==> src/rtl/cp0_pkg.sv <==
package cp0_pkg;

	// cp0 register numbers as seen by mtc0 / mfc0.
	typedef enum logic [4:0] {
		REG_SR    = 5'd12,
		REG_CAUSE = 5'd13,
		REG_EPC   = 5'd14,
		REG_PRID  = 5'd15
	} cp0_reg_e;

	// values of the Cause.ExcCode field.
	typedef enum logic [4:0] {
		EXC_INT  = 5'd0,  // hardware interrupt.
		EXC_ADEL = 5'd4,  // address error on load or fetch.
		EXC_ADES = 5'd5,  // address error on store.
		EXC_SYS  = 5'd8,  // syscall.
		EXC_RI   = 5'd10, // reserved instruction.
		EXC_OV   = 5'd12  // arithmetic overflow.
	} exc_code_e;

	// exception flags of the instruction in the memory stage.
	typedef struct packed {
		logic adel;
		logic ades;
		logic sys;
		logic ri;
		logic ov;
	} exc_flags_t;

	// processor id word.
	localparam logic [31:0] CP0_PRID = 32'h0000_4a01;

	localparam int NUM_HWIRQ = 6;

	// status register fields.
	localparam int SR_IE_BIT  = 0;  // global interrupt enable.
	localparam int SR_EXL_BIT = 1;  // exception level.
	localparam int SR_IM_LSB  = 10; // interrupt mask, NUM_HWIRQ bits.

	// cause register fields.
	localparam int CAUSE_EXC_LSB = 2;  // ExcCode, 5 bits.
	localparam int CAUSE_IP_LSB  = 10; // pending hardware lines.
	localparam int CAUSE_BD_BIT  = 31; // trap in a delay slot.

	localparam int EXC_CODE_W = 5;

	// only IM, EXL and IE can be written by mtc0.
	localparam logic [31:0] SR_WRITE_MASK = 32'h0000_fc03;

	// delay slot instruction sits one word after its branch.
	localparam logic [31:0] BDS_PC_OFFSET = 32'd4;

endpackage

==> src/rtl/trap_if.sv <==
`timescale 1ns/1ps

interface trap_if;
	import cp0_pkg::*;

	logic        exc_valid; // some flag set this cycle.
	exc_code_e   exc_code;
	logic        exc_bds;
	logic [31:0] exc_epc;

	// prioritizer side.
	modport src (
		output exc_valid,
		output exc_code,
		output exc_bds,
		output exc_epc
	);

	// register file side.
	modport dst (
		input exc_valid,
		input exc_code,
		input exc_bds,
		input exc_epc
	);

endinterface
==> src/rtl/cp0_regs.sv <==
`timescale 1ns/1ps

module cp0_regs (
	input  logic                          clk,
	input  logic                          rst,
	trap_if.dst                           trap,
	input  logic [cp0_pkg::NUM_HWIRQ-1:0] ip_i,
	input  logic                          write_en_i,
	input  cp0_pkg::cp0_reg_e             write_addr_i,
	input  logic [31:0]                   write_data_i,
	input  cp0_pkg::cp0_reg_e             read_addr_i,
	input  logic                          exit_isr_i,
	output logic [31:0]                   read_data_o,
	output logic [31:0]                   epc_o,
	output logic                          trap_o,
	output logic                          mtc0_cause_o
);
	import cp0_pkg::*;

	logic [31:0] sr_q;
	exc_code_e   exc_code_q;
	logic        bd_q;
	logic [31:0] epc_q;

	logic                 sr_ie;
	logic                 sr_exl;
	logic [NUM_HWIRQ-1:0] sr_im;
	logic                 have_irq;
	logic                 have_exc;
	logic                 write_valid;
	logic [31:0]          cause_word;

	assign sr_ie  = sr_q[SR_IE_BIT];
	assign sr_exl = sr_q[SR_EXL_BIT];
	assign sr_im  = sr_q[SR_IM_LSB +: NUM_HWIRQ];

	// nothing is taken while a handler runs.
	assign have_irq = (|(ip_i & sr_im)) && sr_ie && !sr_exl;
	assign have_exc = trap.exc_valid && !sr_exl;
	assign trap_o   = have_irq || have_exc;

	// PRID is read-only, so it does not count as a write.
	always_comb begin
		write_valid = 1'b0;
		if (write_en_i) begin
			case (write_addr_i)
				REG_SR, REG_CAUSE, REG_EPC: write_valid = 1'b1;
				default:                    write_valid = 1'b0;
			endcase
		end
	end

	// freezes IP in irq_pending for this cycle.
	assign mtc0_cause_o = write_valid && (write_addr_i == REG_CAUSE) && !trap_o;

	// trap beats mtc0, mtc0 beats eret.
	always_ff @(posedge clk) begin
		if (rst) begin
			sr_q       <= '0;
			exc_code_q <= EXC_INT;
			bd_q       <= 1'b0;
			epc_q      <= '0;
		end else if (trap_o) begin
			sr_q[SR_EXL_BIT] <= 1'b1;
			bd_q             <= trap.exc_bds;
			epc_q            <= trap.exc_epc;
			if (have_irq) begin
				exc_code_q <= EXC_INT; // interrupt wins over a same cycle exception.
			end else begin
				exc_code_q <= trap.exc_code;
			end
		end else if (write_valid) begin
			case (write_addr_i)
				REG_SR:  sr_q  <= write_data_i & SR_WRITE_MASK;
				REG_EPC: epc_q <= write_data_i;
				default: ; // Cause stays read-only.
			endcase
		end else if (exit_isr_i) begin
			sr_q[SR_EXL_BIT] <= 1'b0;
		end
	end

	// IP comes live from irq_pending.
	always_comb begin
		cause_word                                 = '0;
		cause_word[CAUSE_BD_BIT]                   = bd_q;
		cause_word[CAUSE_IP_LSB +: NUM_HWIRQ]      = ip_i;
		cause_word[CAUSE_EXC_LSB +: EXC_CODE_W]    = exc_code_q;
	end

	always_comb begin
		case (read_addr_i)
			REG_SR:    read_data_o = sr_q;
			REG_CAUSE: read_data_o = cause_word;
			REG_EPC:   read_data_o = epc_q;
			REG_PRID:  read_data_o = CP0_PRID;
			default:   read_data_o = '0;
		endcase
	end

	assign epc_o = epc_q;

	// the handler must find EXL set right after the trap.
	a_exl_after_trap: assert property (
		@(posedge clk) disable iff (rst)
		trap_o |=> sr_q[SR_EXL_BIT]
	) else $error("EXL not set one cycle after trap_o");

	// no nested traps.
	a_no_trap_in_exl: assert property (
		@(posedge clk) disable iff (rst)
		sr_exl |-> !trap_o
	) else $error("trap_o raised while EXL is set");

endmodule

==> src/rtl/exc_prioritizer.sv <==
`timescale 1ns/1ps

module exc_prioritizer (
	input  cp0_pkg::exc_flags_t flags_i,
	input  logic [31:0]         pc_i,
	input  logic                in_bds_i,
	trap_if.src                 trap
);
	import cp0_pkg::*;

	exc_code_e   code_sel;
	logic        any_flag;
	logic [31:0] epc_sel;

	// fixed order, the earliest pipeline fault wins.
	always_comb begin
		any_flag = |flags_i;
		code_sel = EXC_INT; // only a default, never reported with any_flag.
		if (flags_i.adel) begin
			code_sel = EXC_ADEL;
		end else if (flags_i.ri) begin
			code_sel = EXC_RI;
		end else if (flags_i.sys) begin
			code_sel = EXC_SYS;
		end else if (flags_i.ov) begin
			code_sel = EXC_OV;
		end else if (flags_i.ades) begin
			code_sel = EXC_ADES;
		end
	end

	// restart at the branch when the fault is in its delay slot.
	always_comb begin
		if (in_bds_i) begin
			epc_sel = pc_i - BDS_PC_OFFSET;
		end else begin
			epc_sel = pc_i;
		end
	end

	assign trap.exc_valid = any_flag;
	assign trap.exc_code  = code_sel;
	assign trap.exc_bds   = in_bds_i;
	assign trap.exc_epc   = epc_sel;

	// an exception must never look like an interrupt to cp0_regs.
	always_comb begin
		a_code_not_int: assert final (!(trap.exc_valid && trap.exc_code == EXC_INT))
			else $error("exception reported with code EXC_INT, flags %h", flags_i);
	end

endmodule

==> src/rtl/irq_pending.sv <==
`timescale 1ns/1ps

module irq_pending (
	input  logic                          clk,
	input  logic                          rst,
	input  logic [cp0_pkg::NUM_HWIRQ-1:0] hwirq_i,
	input  logic                          mtc0_cause_i,
	output logic [cp0_pkg::NUM_HWIRQ-1:0] ip_o
);
	import cp0_pkg::*;

	logic [NUM_HWIRQ-1:0] sync_q1;
	logic [NUM_HWIRQ-1:0] sync_q2;
	logic [NUM_HWIRQ-1:0] ip_q;

	// the lines come from outside the core clock domain.
	always_ff @(posedge clk) begin
		if (rst) begin
			sync_q1 <= '0;
			sync_q2 <= '0;
		end else begin
			sync_q1 <= hwirq_i;
			sync_q2 <= sync_q1;
		end
	end

	// Cause.IP follows the synchronized lines.
	// it holds still for one cycle while software writes Cause.
	always_ff @(posedge clk) begin
		if (rst) begin
			ip_q <= '0;
		end else if (!mtc0_cause_i) begin
			ip_q <= sync_q2;
		end
	end

	assign ip_o = ip_q;

	// the trap decision downstream must never see an unknown line.
	a_ip_known: assert property (
		@(posedge clk) disable iff (rst)
		!$isunknown(ip_o)
	) else $error("ip_o has unknown bits: %h", ip_o);

endmodule

==> src/rtl/mips_exc_unit.sv <==
`timescale 1ns/1ps

module mips_exc_unit (
	input  logic                          clk,
	input  logic                          rst,
	input  logic [cp0_pkg::NUM_HWIRQ-1:0] hwirq_i,
	input  logic                          adel_i,
	input  logic                          ades_i,
	input  logic                          sys_i,
	input  logic                          ri_i,
	input  logic                          ov_i,
	input  logic [31:0]                   pc_i,
	input  logic                          in_bds_i,
	input  logic                          write_en_i,
	input  logic [4:0]                    write_addr_i,
	input  logic [31:0]                   write_data_i,
	input  logic [4:0]                    read_addr_i,
	input  logic                          exit_isr_i,
	output logic [31:0]                   read_data_o,
	output logic [31:0]                   epc_o,
	output logic                          trap_o
);
	import cp0_pkg::*;

	exc_flags_t           flags;
	cp0_reg_e             write_addr;
	cp0_reg_e             read_addr;
	logic [NUM_HWIRQ-1:0] ip;
	logic                 mtc0_cause;

	trap_if trap ();

	assign flags.adel = adel_i;
	assign flags.ades = ades_i;
	assign flags.sys  = sys_i;
	assign flags.ri   = ri_i;
	assign flags.ov   = ov_i;

	// unused numbers pass through and read as zero.
	assign write_addr = cp0_reg_e'(write_addr_i);
	assign read_addr  = cp0_reg_e'(read_addr_i);

	irq_pending i_irq_pending (
		.clk          (clk),
		.rst          (rst),
		.hwirq_i      (hwirq_i),
		.mtc0_cause_i (mtc0_cause),
		.ip_o         (ip)
	);

	exc_prioritizer i_exc_prioritizer (
		.flags_i  (flags),
		.pc_i     (pc_i),
		.in_bds_i (in_bds_i),
		.trap     (trap.src)
	);

	cp0_regs i_cp0_regs (
		.clk          (clk),
		.rst          (rst),
		.trap         (trap.dst),
		.ip_i         (ip),
		.write_en_i   (write_en_i),
		.write_addr_i (write_addr),
		.write_data_i (write_data_i),
		.read_addr_i  (read_addr),
		.exit_isr_i   (exit_isr_i),
		.read_data_o  (read_data_o),
		.epc_o        (epc_o),
		.trap_o       (trap_o),
		.mtc0_cause_o (mtc0_cause)
	);

endmodule

==> config.mk <==
export PLATFORM = sky130hd
export DESIGN_NAME = mips_exc_unit
export DESIGN_NICKNAME = d
export VERILOG_FILES = /design/src/rtl/cp0_pkg.sv /design/src/rtl/trap_if.sv /design/src/rtl/cp0_regs.sv /design/src/rtl/exc_prioritizer.sv /design/src/rtl/irq_pending.sv /design/src/rtl/mips_exc_unit.sv
export SDC_FILE = /design/constraint.sdc
export NUM_CORES = 1
export LEC_CHECK = 0
export ABC_CLOCK_PERIOD_IN_PS = 2650
export BUFFER_PORTS_ARGS = -buffer_cell sky130_fd_sc_hd__buf_4
export CAP_MARGIN = 20
export CORE_UTILIZATION = 49
export DETAILED_ROUTE_END_ITERATION = 10
export PLACE_DENSITY = 0.9
export REMOVE_ABC_BUFFERS = 1
export SKIP_CTS_REPAIR_TIMING = 1
export SLEW_MARGIN = 20
export SYNTH_ARGS = -nofsm -noshare
export SYNTH_HDL_FRONTEND = slang
export SYNTH_SLANG_ARGS = --single-unit
==> constraint.sdc <==
create_clock -name clk -period 2.65 [get_ports clk]
set_clock_uncertainty 0.2 [all_clocks]
set_input_delay 0.265 -clock clk [delete_from_list [all_inputs] [get_ports clk]]
set_output_delay 0.265 -clock clk [all_outputs]
set_load 0.05 [all_outputs]
# Yosys cells after proc, flatten, opt, wreduce, memory -nomap -nowiden
# Cells that the tools add are included.
# word_totals
ram_bits	0
romBits	0
out_inout_bits	65
latch_bits	0
reg_bits	64
inputBits	90
memories	0
word_cells	53
# op_classes
magnitude_cmp	0
shift	0
n_reduce_logical	17
n_addsub	1
muxes	17
n_div	0
n_eq_ne	8
mul	0
bitwise	2
# ops
op	n
$mux 32	4
$pmux 32 s4	1
$eq 5x4->1 const B	7
$sub 32x3->32 const B	1
$mux 5	5
$and 6x6->6	1
$reduce_or 6->1	1
$logic_and 1x1->1	5
$mux 1	5
$reduce_or 5->1	1
$reduce_and 2->1	2
$reduce_bool 2->1	2
$mux 3	1
$ne 3x2->1 const B	1
$reduce_and 3->1	1
$reduce_bool 3->1	1
$reduce_or 3->1	1
$logic_not 1->1	2
$mux 2	1
$logic_or 1x1->1	1
$not 1->1	1

# Depth between registers and ports, before layout
# depth
ltp_word	7
ltp_mapped	8
depth_no_buf	6

# Modules after synthesis
# From an unflattened synthesis, not the netlist that was laid out.
# unflattened
cells_unflattened	427
hier_area_um2	3791.1
# modules_own_cells
mod	cells_each	seq_area_each_um2	area_each_um2	instances
cp0_regs	281	920.9	2523.7	1
exc_prioritizer	102	0.0	721.9	1
irq_pending	44	360.3	545.5	1

# Worst setup path after synthesis
# Ideal clock, no wire load.
# synth_path
path_kind	input to output
from	in read_addr_i[0]
to	out read_data_o[11]
path_stages	4
required_time_ns	2.185
n_path_buf	1
slack_ns	-0.153
t_arrival_ns	2.338
path_cell_list	nor4bb_1 clkbuf_1 a21oi_1 o21ai_0
# synth_via
elab_chain_cells	2
word_cells_on_any_way	5
cone_classes	4 x eq/ne; 1 x mux
# synth_lines
item	line	rtl
start: declaration	mips_exc_unit.sv:17	input logic [4:0] read_addr_i,
$eq 5x4->1	cp0_regs.sv:92	case (read_addr_i)
$pmux 32 s4 (*)	cp0_regs.sv:92	
end: declaration	mips_exc_unit.sv:19	output logic [31:0] read_data_o,
# Every way passes the cells marked *; elsewhere a longest branch is shown, timed or not.

# Worst setup path after layout
# layout_path
from	reg i_cp0_regs.sr_q[15]
to	out trap_o
# layout_via
elab_chain_cells	5
# layout_lines
item	line	rtl
start: declaration	cp0_regs.sv:20	logic [31:0] sr_q;
start signal: assignment	cp0_regs.sv:74	REG_SR: sr_q <= write_data_i & SR_WRITE_MASK;
$and 6x6->6	cp0_regs.sv:38	assign have_irq = (|(ip_i & sr_im)) && sr_ie && !sr_exl;
$reduce_or 6->1	cp0_regs.sv:38	
$logic_and 1x1->1 (2 in series)	cp0_regs.sv:38	
$logic_or 1x1->1	cp0_regs.sv:40	assign trap_o = have_irq || have_exc;
end: declaration	mips_exc_unit.sv:21	output logic trap_o
# Every way passes these cells.

==> flow_metrics.env <==
export IMPL_clkLatencyLatePin_ps=330
export IMPL_die_area_um2=8070
export IMPL_area_growth_pct=40.8
export IMPL_path_depth=5
export IMPL_cp_slowest_stage_delay_ps=360
export IMPL_critical_path_top_delay_family="compound AO/OA/AOI/OAI gates"
export IMPL_netSwitchingFraction=0.310
export IMPL_place_congestion=0.861
export IMPL_fin_crit_sh=0.917
export IMPL_wl_met1_um=5170
export IMPL_reg2reg_slack_ps=450
export IMPL_leakagePower_uw=0.00221
export IMPL_async_flop_share=0
export IMPL_via_per_inst=6.58
export IMPL_min_path_type="in -> reg"
export IMPL_ys_warn_count=0
export IMPL_crit_path_start_kind="flop"
export IMPL_finalHoldViolations=1
export IMPL_power_density_nw_per_um2=519
export IMPL_top_layer="met4"
export IMPL_die_h_um=89.9
export IMPL_hold_depth=2
export IMPL_met2_length_um=6620
export IMPL_combPwrFrac=0.240
export IMPL_outcome="complete, but fails checks"
export IMPL_synth_seq_area_share=0.333
export IMPL_drc=0
export IMPL_drtIter0Drc=548
export IMPL_fmax_mhz=411
export IMPL_r2r_end="i_cp0_regs.epc_o[15]"
export IMPL_cts_sinks=63
export IMPL_ys_ff_latch=63
export IMPL_io_pins=155
export IMPL_wl_um=13600
export IMPL_endpoint="trap_o"
export IMPL_fin_nets=693
export IMPL_total_power_uw=2770
export IMPL_crit_chain="a22oi_1 -> a311oi_4 -> nor2_1 -> inv_2 -> buf_4"
export IMPL_ant_nets=0
export IMPL_reg2reg_from="i_cp0_regs.sr_q[15]"
export IMPL_tns_ps=0
export IMPL_root_buffer="clkbuf_8"
export IMPL_maxCapViolCount=0
export IMPL_synth_cells=464
export IMPL_ir_drop_uv=306
export IMPL_h_tree_depth=3
export IMPL_vias=4642
export IMPL_endpoint_kind="output pin"
export IMPL_finalSetupViolCount=0
export IMPL_antenna_found_initial=0
export IMPL_p_sw_uw=858
export IMPL_ys_flop_type="dfxtp_1"
export IMPL_drive_gt1_frac=0.326
export IMPL_tightest_slew_ps=691
export IMPL_die_width_um=89.9
export IMPL_p_int_uw=1910
export IMPL_p_clk_frac=0.374
export IMPL_dp_hpwl_um=9030
export IMPL_synth_edf_count=0
export IMPL_diodes=0
export IMPL_rsz0062_at_grt="no"
export IMPL_critPathMaxFanout=19
export IMPL_critical_path_class="reg -> out"
export IMPL_grt_pass1_wl_um=21000
export IMPL_worst_hold_slack_ps=-26.7
export IMPL_tritoncts="built"
export IMPL_drtPass1Iterations=5
export IMPL_met3WireLength_um=1400
export IMPL_slew_headroom=0.538
export IMPL_routedWlPerCell_um=19.3
export IMPL_cts_clk_slew_worst_paths_ps=70
export IMPL_portBuffers=154
export IMPL_pwr_share_seq=0.386
export IMPL_num_rows=31
export IMPL_finalCriticalPeriod_ps=2430
export IMPL_setup_worst_path_start="i_cp0_regs.sr_q[15]"
export IMPL_grt_max_degree=57
export IMPL_core_um2=7370
export IMPL_synth_area_um2=3780
export IMPL_grt_overflow=0
export IMPL_slowest_stage="a22oi_1"
export IMPL_reg2reg_depth=6
export IMPL_syn_avg_cell_area_um2=8.15
export IMPL_critical_path_arrival_ps=1970
export IMPL_final_max_slew_violation_count=0
export IMPL_nFillCells=554
export IMPL_ys_types=50
export IMPL_ctsLongestPathBuffers=2
export IMPL_cp_required_ps=2180
export IMPL_start_util=0.513
export IMPL_numCtsBuffers=9
export IMPL_path_buf_inv=2
export IMPL_grt_pass1_vias=4312
export IMPL_track_usage=0.320
export IMPL_violations="negative hold slack"
[sequential cells by signal, summed over array words and instances (netlist names)]
name / count
i_irq_pending.sync_q2: 6
i_cp0_regs.sr_q: 8
i_irq_pending.ip_o: 6
i_cp0_regs.epc_o: 32
i_cp0_regs.exc_code_q: 4
i_irq_pending.sync_q1: 6
i_cp0_regs.bd_q: 1
[cell families after synthesis]
kind of cell	share of synthesized area
simple gates	0.301
compound gates	0.270
flops	0.333
buf+inv	0.0506
xor+xnor	0.0232
mux	0.0185
fa+ha+maj	0.00331
[synthesized netlist by cell type (2+ instances only)]
cell type,number,area [um2]
or4_1,13,97.6
nand4_1,10,62.6
and3_1,48,300
a21oi_1,16,80.1
a22oi_1,9,67.6
mux2i_1,7,70.1
a2111oi_0,28,245
a211oi_1,11,82.6
xor2_1,6,52.6
o21ai_0,20,100
clkbuf_1,44,165
a21boi_0,2,15.0
nand3b_1,2,15.0
a31oi_1,2,12.5
nand3_1,16,80.1
xnor2_1,4,35.0
nand4b_1,3,26.3
nor2_1,10,37.5
a311oi_1,19,166
nor3_1,10,50.1
or3_1,9,56.3
nor2b_1,17,106
or2_2,2,12.5
and2_1,3,18.8
nor3_2,3,30.0
inv_1,5,18.8
o31ai_1,21,158
or4_4,2,22.5
nor4_1,5,31.3
dfxtp_1,63,1260
and4b_1,2,20.0
nand2_1,34,128
[worst min-delay path by stage]
stage                              from  slack, ps                        to
3_3_place_gp   i_irq_pending.sync_q1[1]        220  i_irq_pending.sync_q2[1]
2_1_floorplan                       rst        130           i_cp0_regs.bd_q
3_5_place_dp   i_irq_pending.sync_q2[2]        230     i_irq_pending.ip_o[2]
5_1_grt                      hwirq_i[1]        -20  i_irq_pending.sync_q1[1]
6_report                     hwirq_i[1]        -30  i_irq_pending.sync_q1[1]
4_1_cts                      hwirq_i[5]        -60  i_irq_pending.sync_q1[5]
[routing by layer]
metal	up-vias	track usage
met5	-	0
met1	2156	0.405
met3	45	0.0448
met2	342	0.540
li1	2099	-
met4	0	0.148
[power by group through the flow]
stage / Sequential, uW / Clock (uW) / Combinational, uW
after CTS: 1070 / 1030 / 648
after floorplan: 1230 / 0 / 189
after global routing: 1070 / 1070 / 695
final: 1070 / 1030 / 663
after detailed placement: 1090 / 0 / 644
after global placement: 1080 / 0 / 627
[worst reg2reg max path, cell delays in order (launching register included)]
cell and delay, ps:
dfxtp_1 330, a22oi_1 360, a311oi_4 150, nor2_1 280
inv_2 240, buf_4 270, a311oi_1 260
[per-stage QoR]
step	instances	setup WS [ps]	hold slack (ps)	cell area [um2]	utilization
2_1_floorplan	419	-1410	134	3610	-
3_3_place_gp	685	377	220	5030	0.683
3_5_place_dp	685	290	228	5030	0.683
4_1_cts	701	258	-56.3	5280	0.716
5_1_grt	706	86.3	-21.2	5330	0.723
6_report	706	219	-26.7	5330	0.723
[placed cells by master (no fill, tap or decap), types with 11 or more instances in the layout]
master / count
or4_1: 13
nor2b_1: 16
and3_1: 48
a311oi_1: 19
a211oi_1: 11
o21ai_0: 20
dfxtp_1: 63
a21oi_1: 15
buf_4: 167
nand3_1: 16
a2111oi_0: 28
nand2_1: 34
o31ai_1: 21
[area by class of cell]
type                            instances  area (um2)  area share
Clock buffer                           10         138      0.0258
Clock inverter                          6         108      0.0202
Inverter                                6        22.5     0.00423
Multi-Input combinational cell        350        2370       0.445
Sequential cell                        63        1260       0.237
Tap cell                               99         124      0.0233
Timing Repair Buffer                  172        1300       0.245
Power figures use the tool's default switching activity.
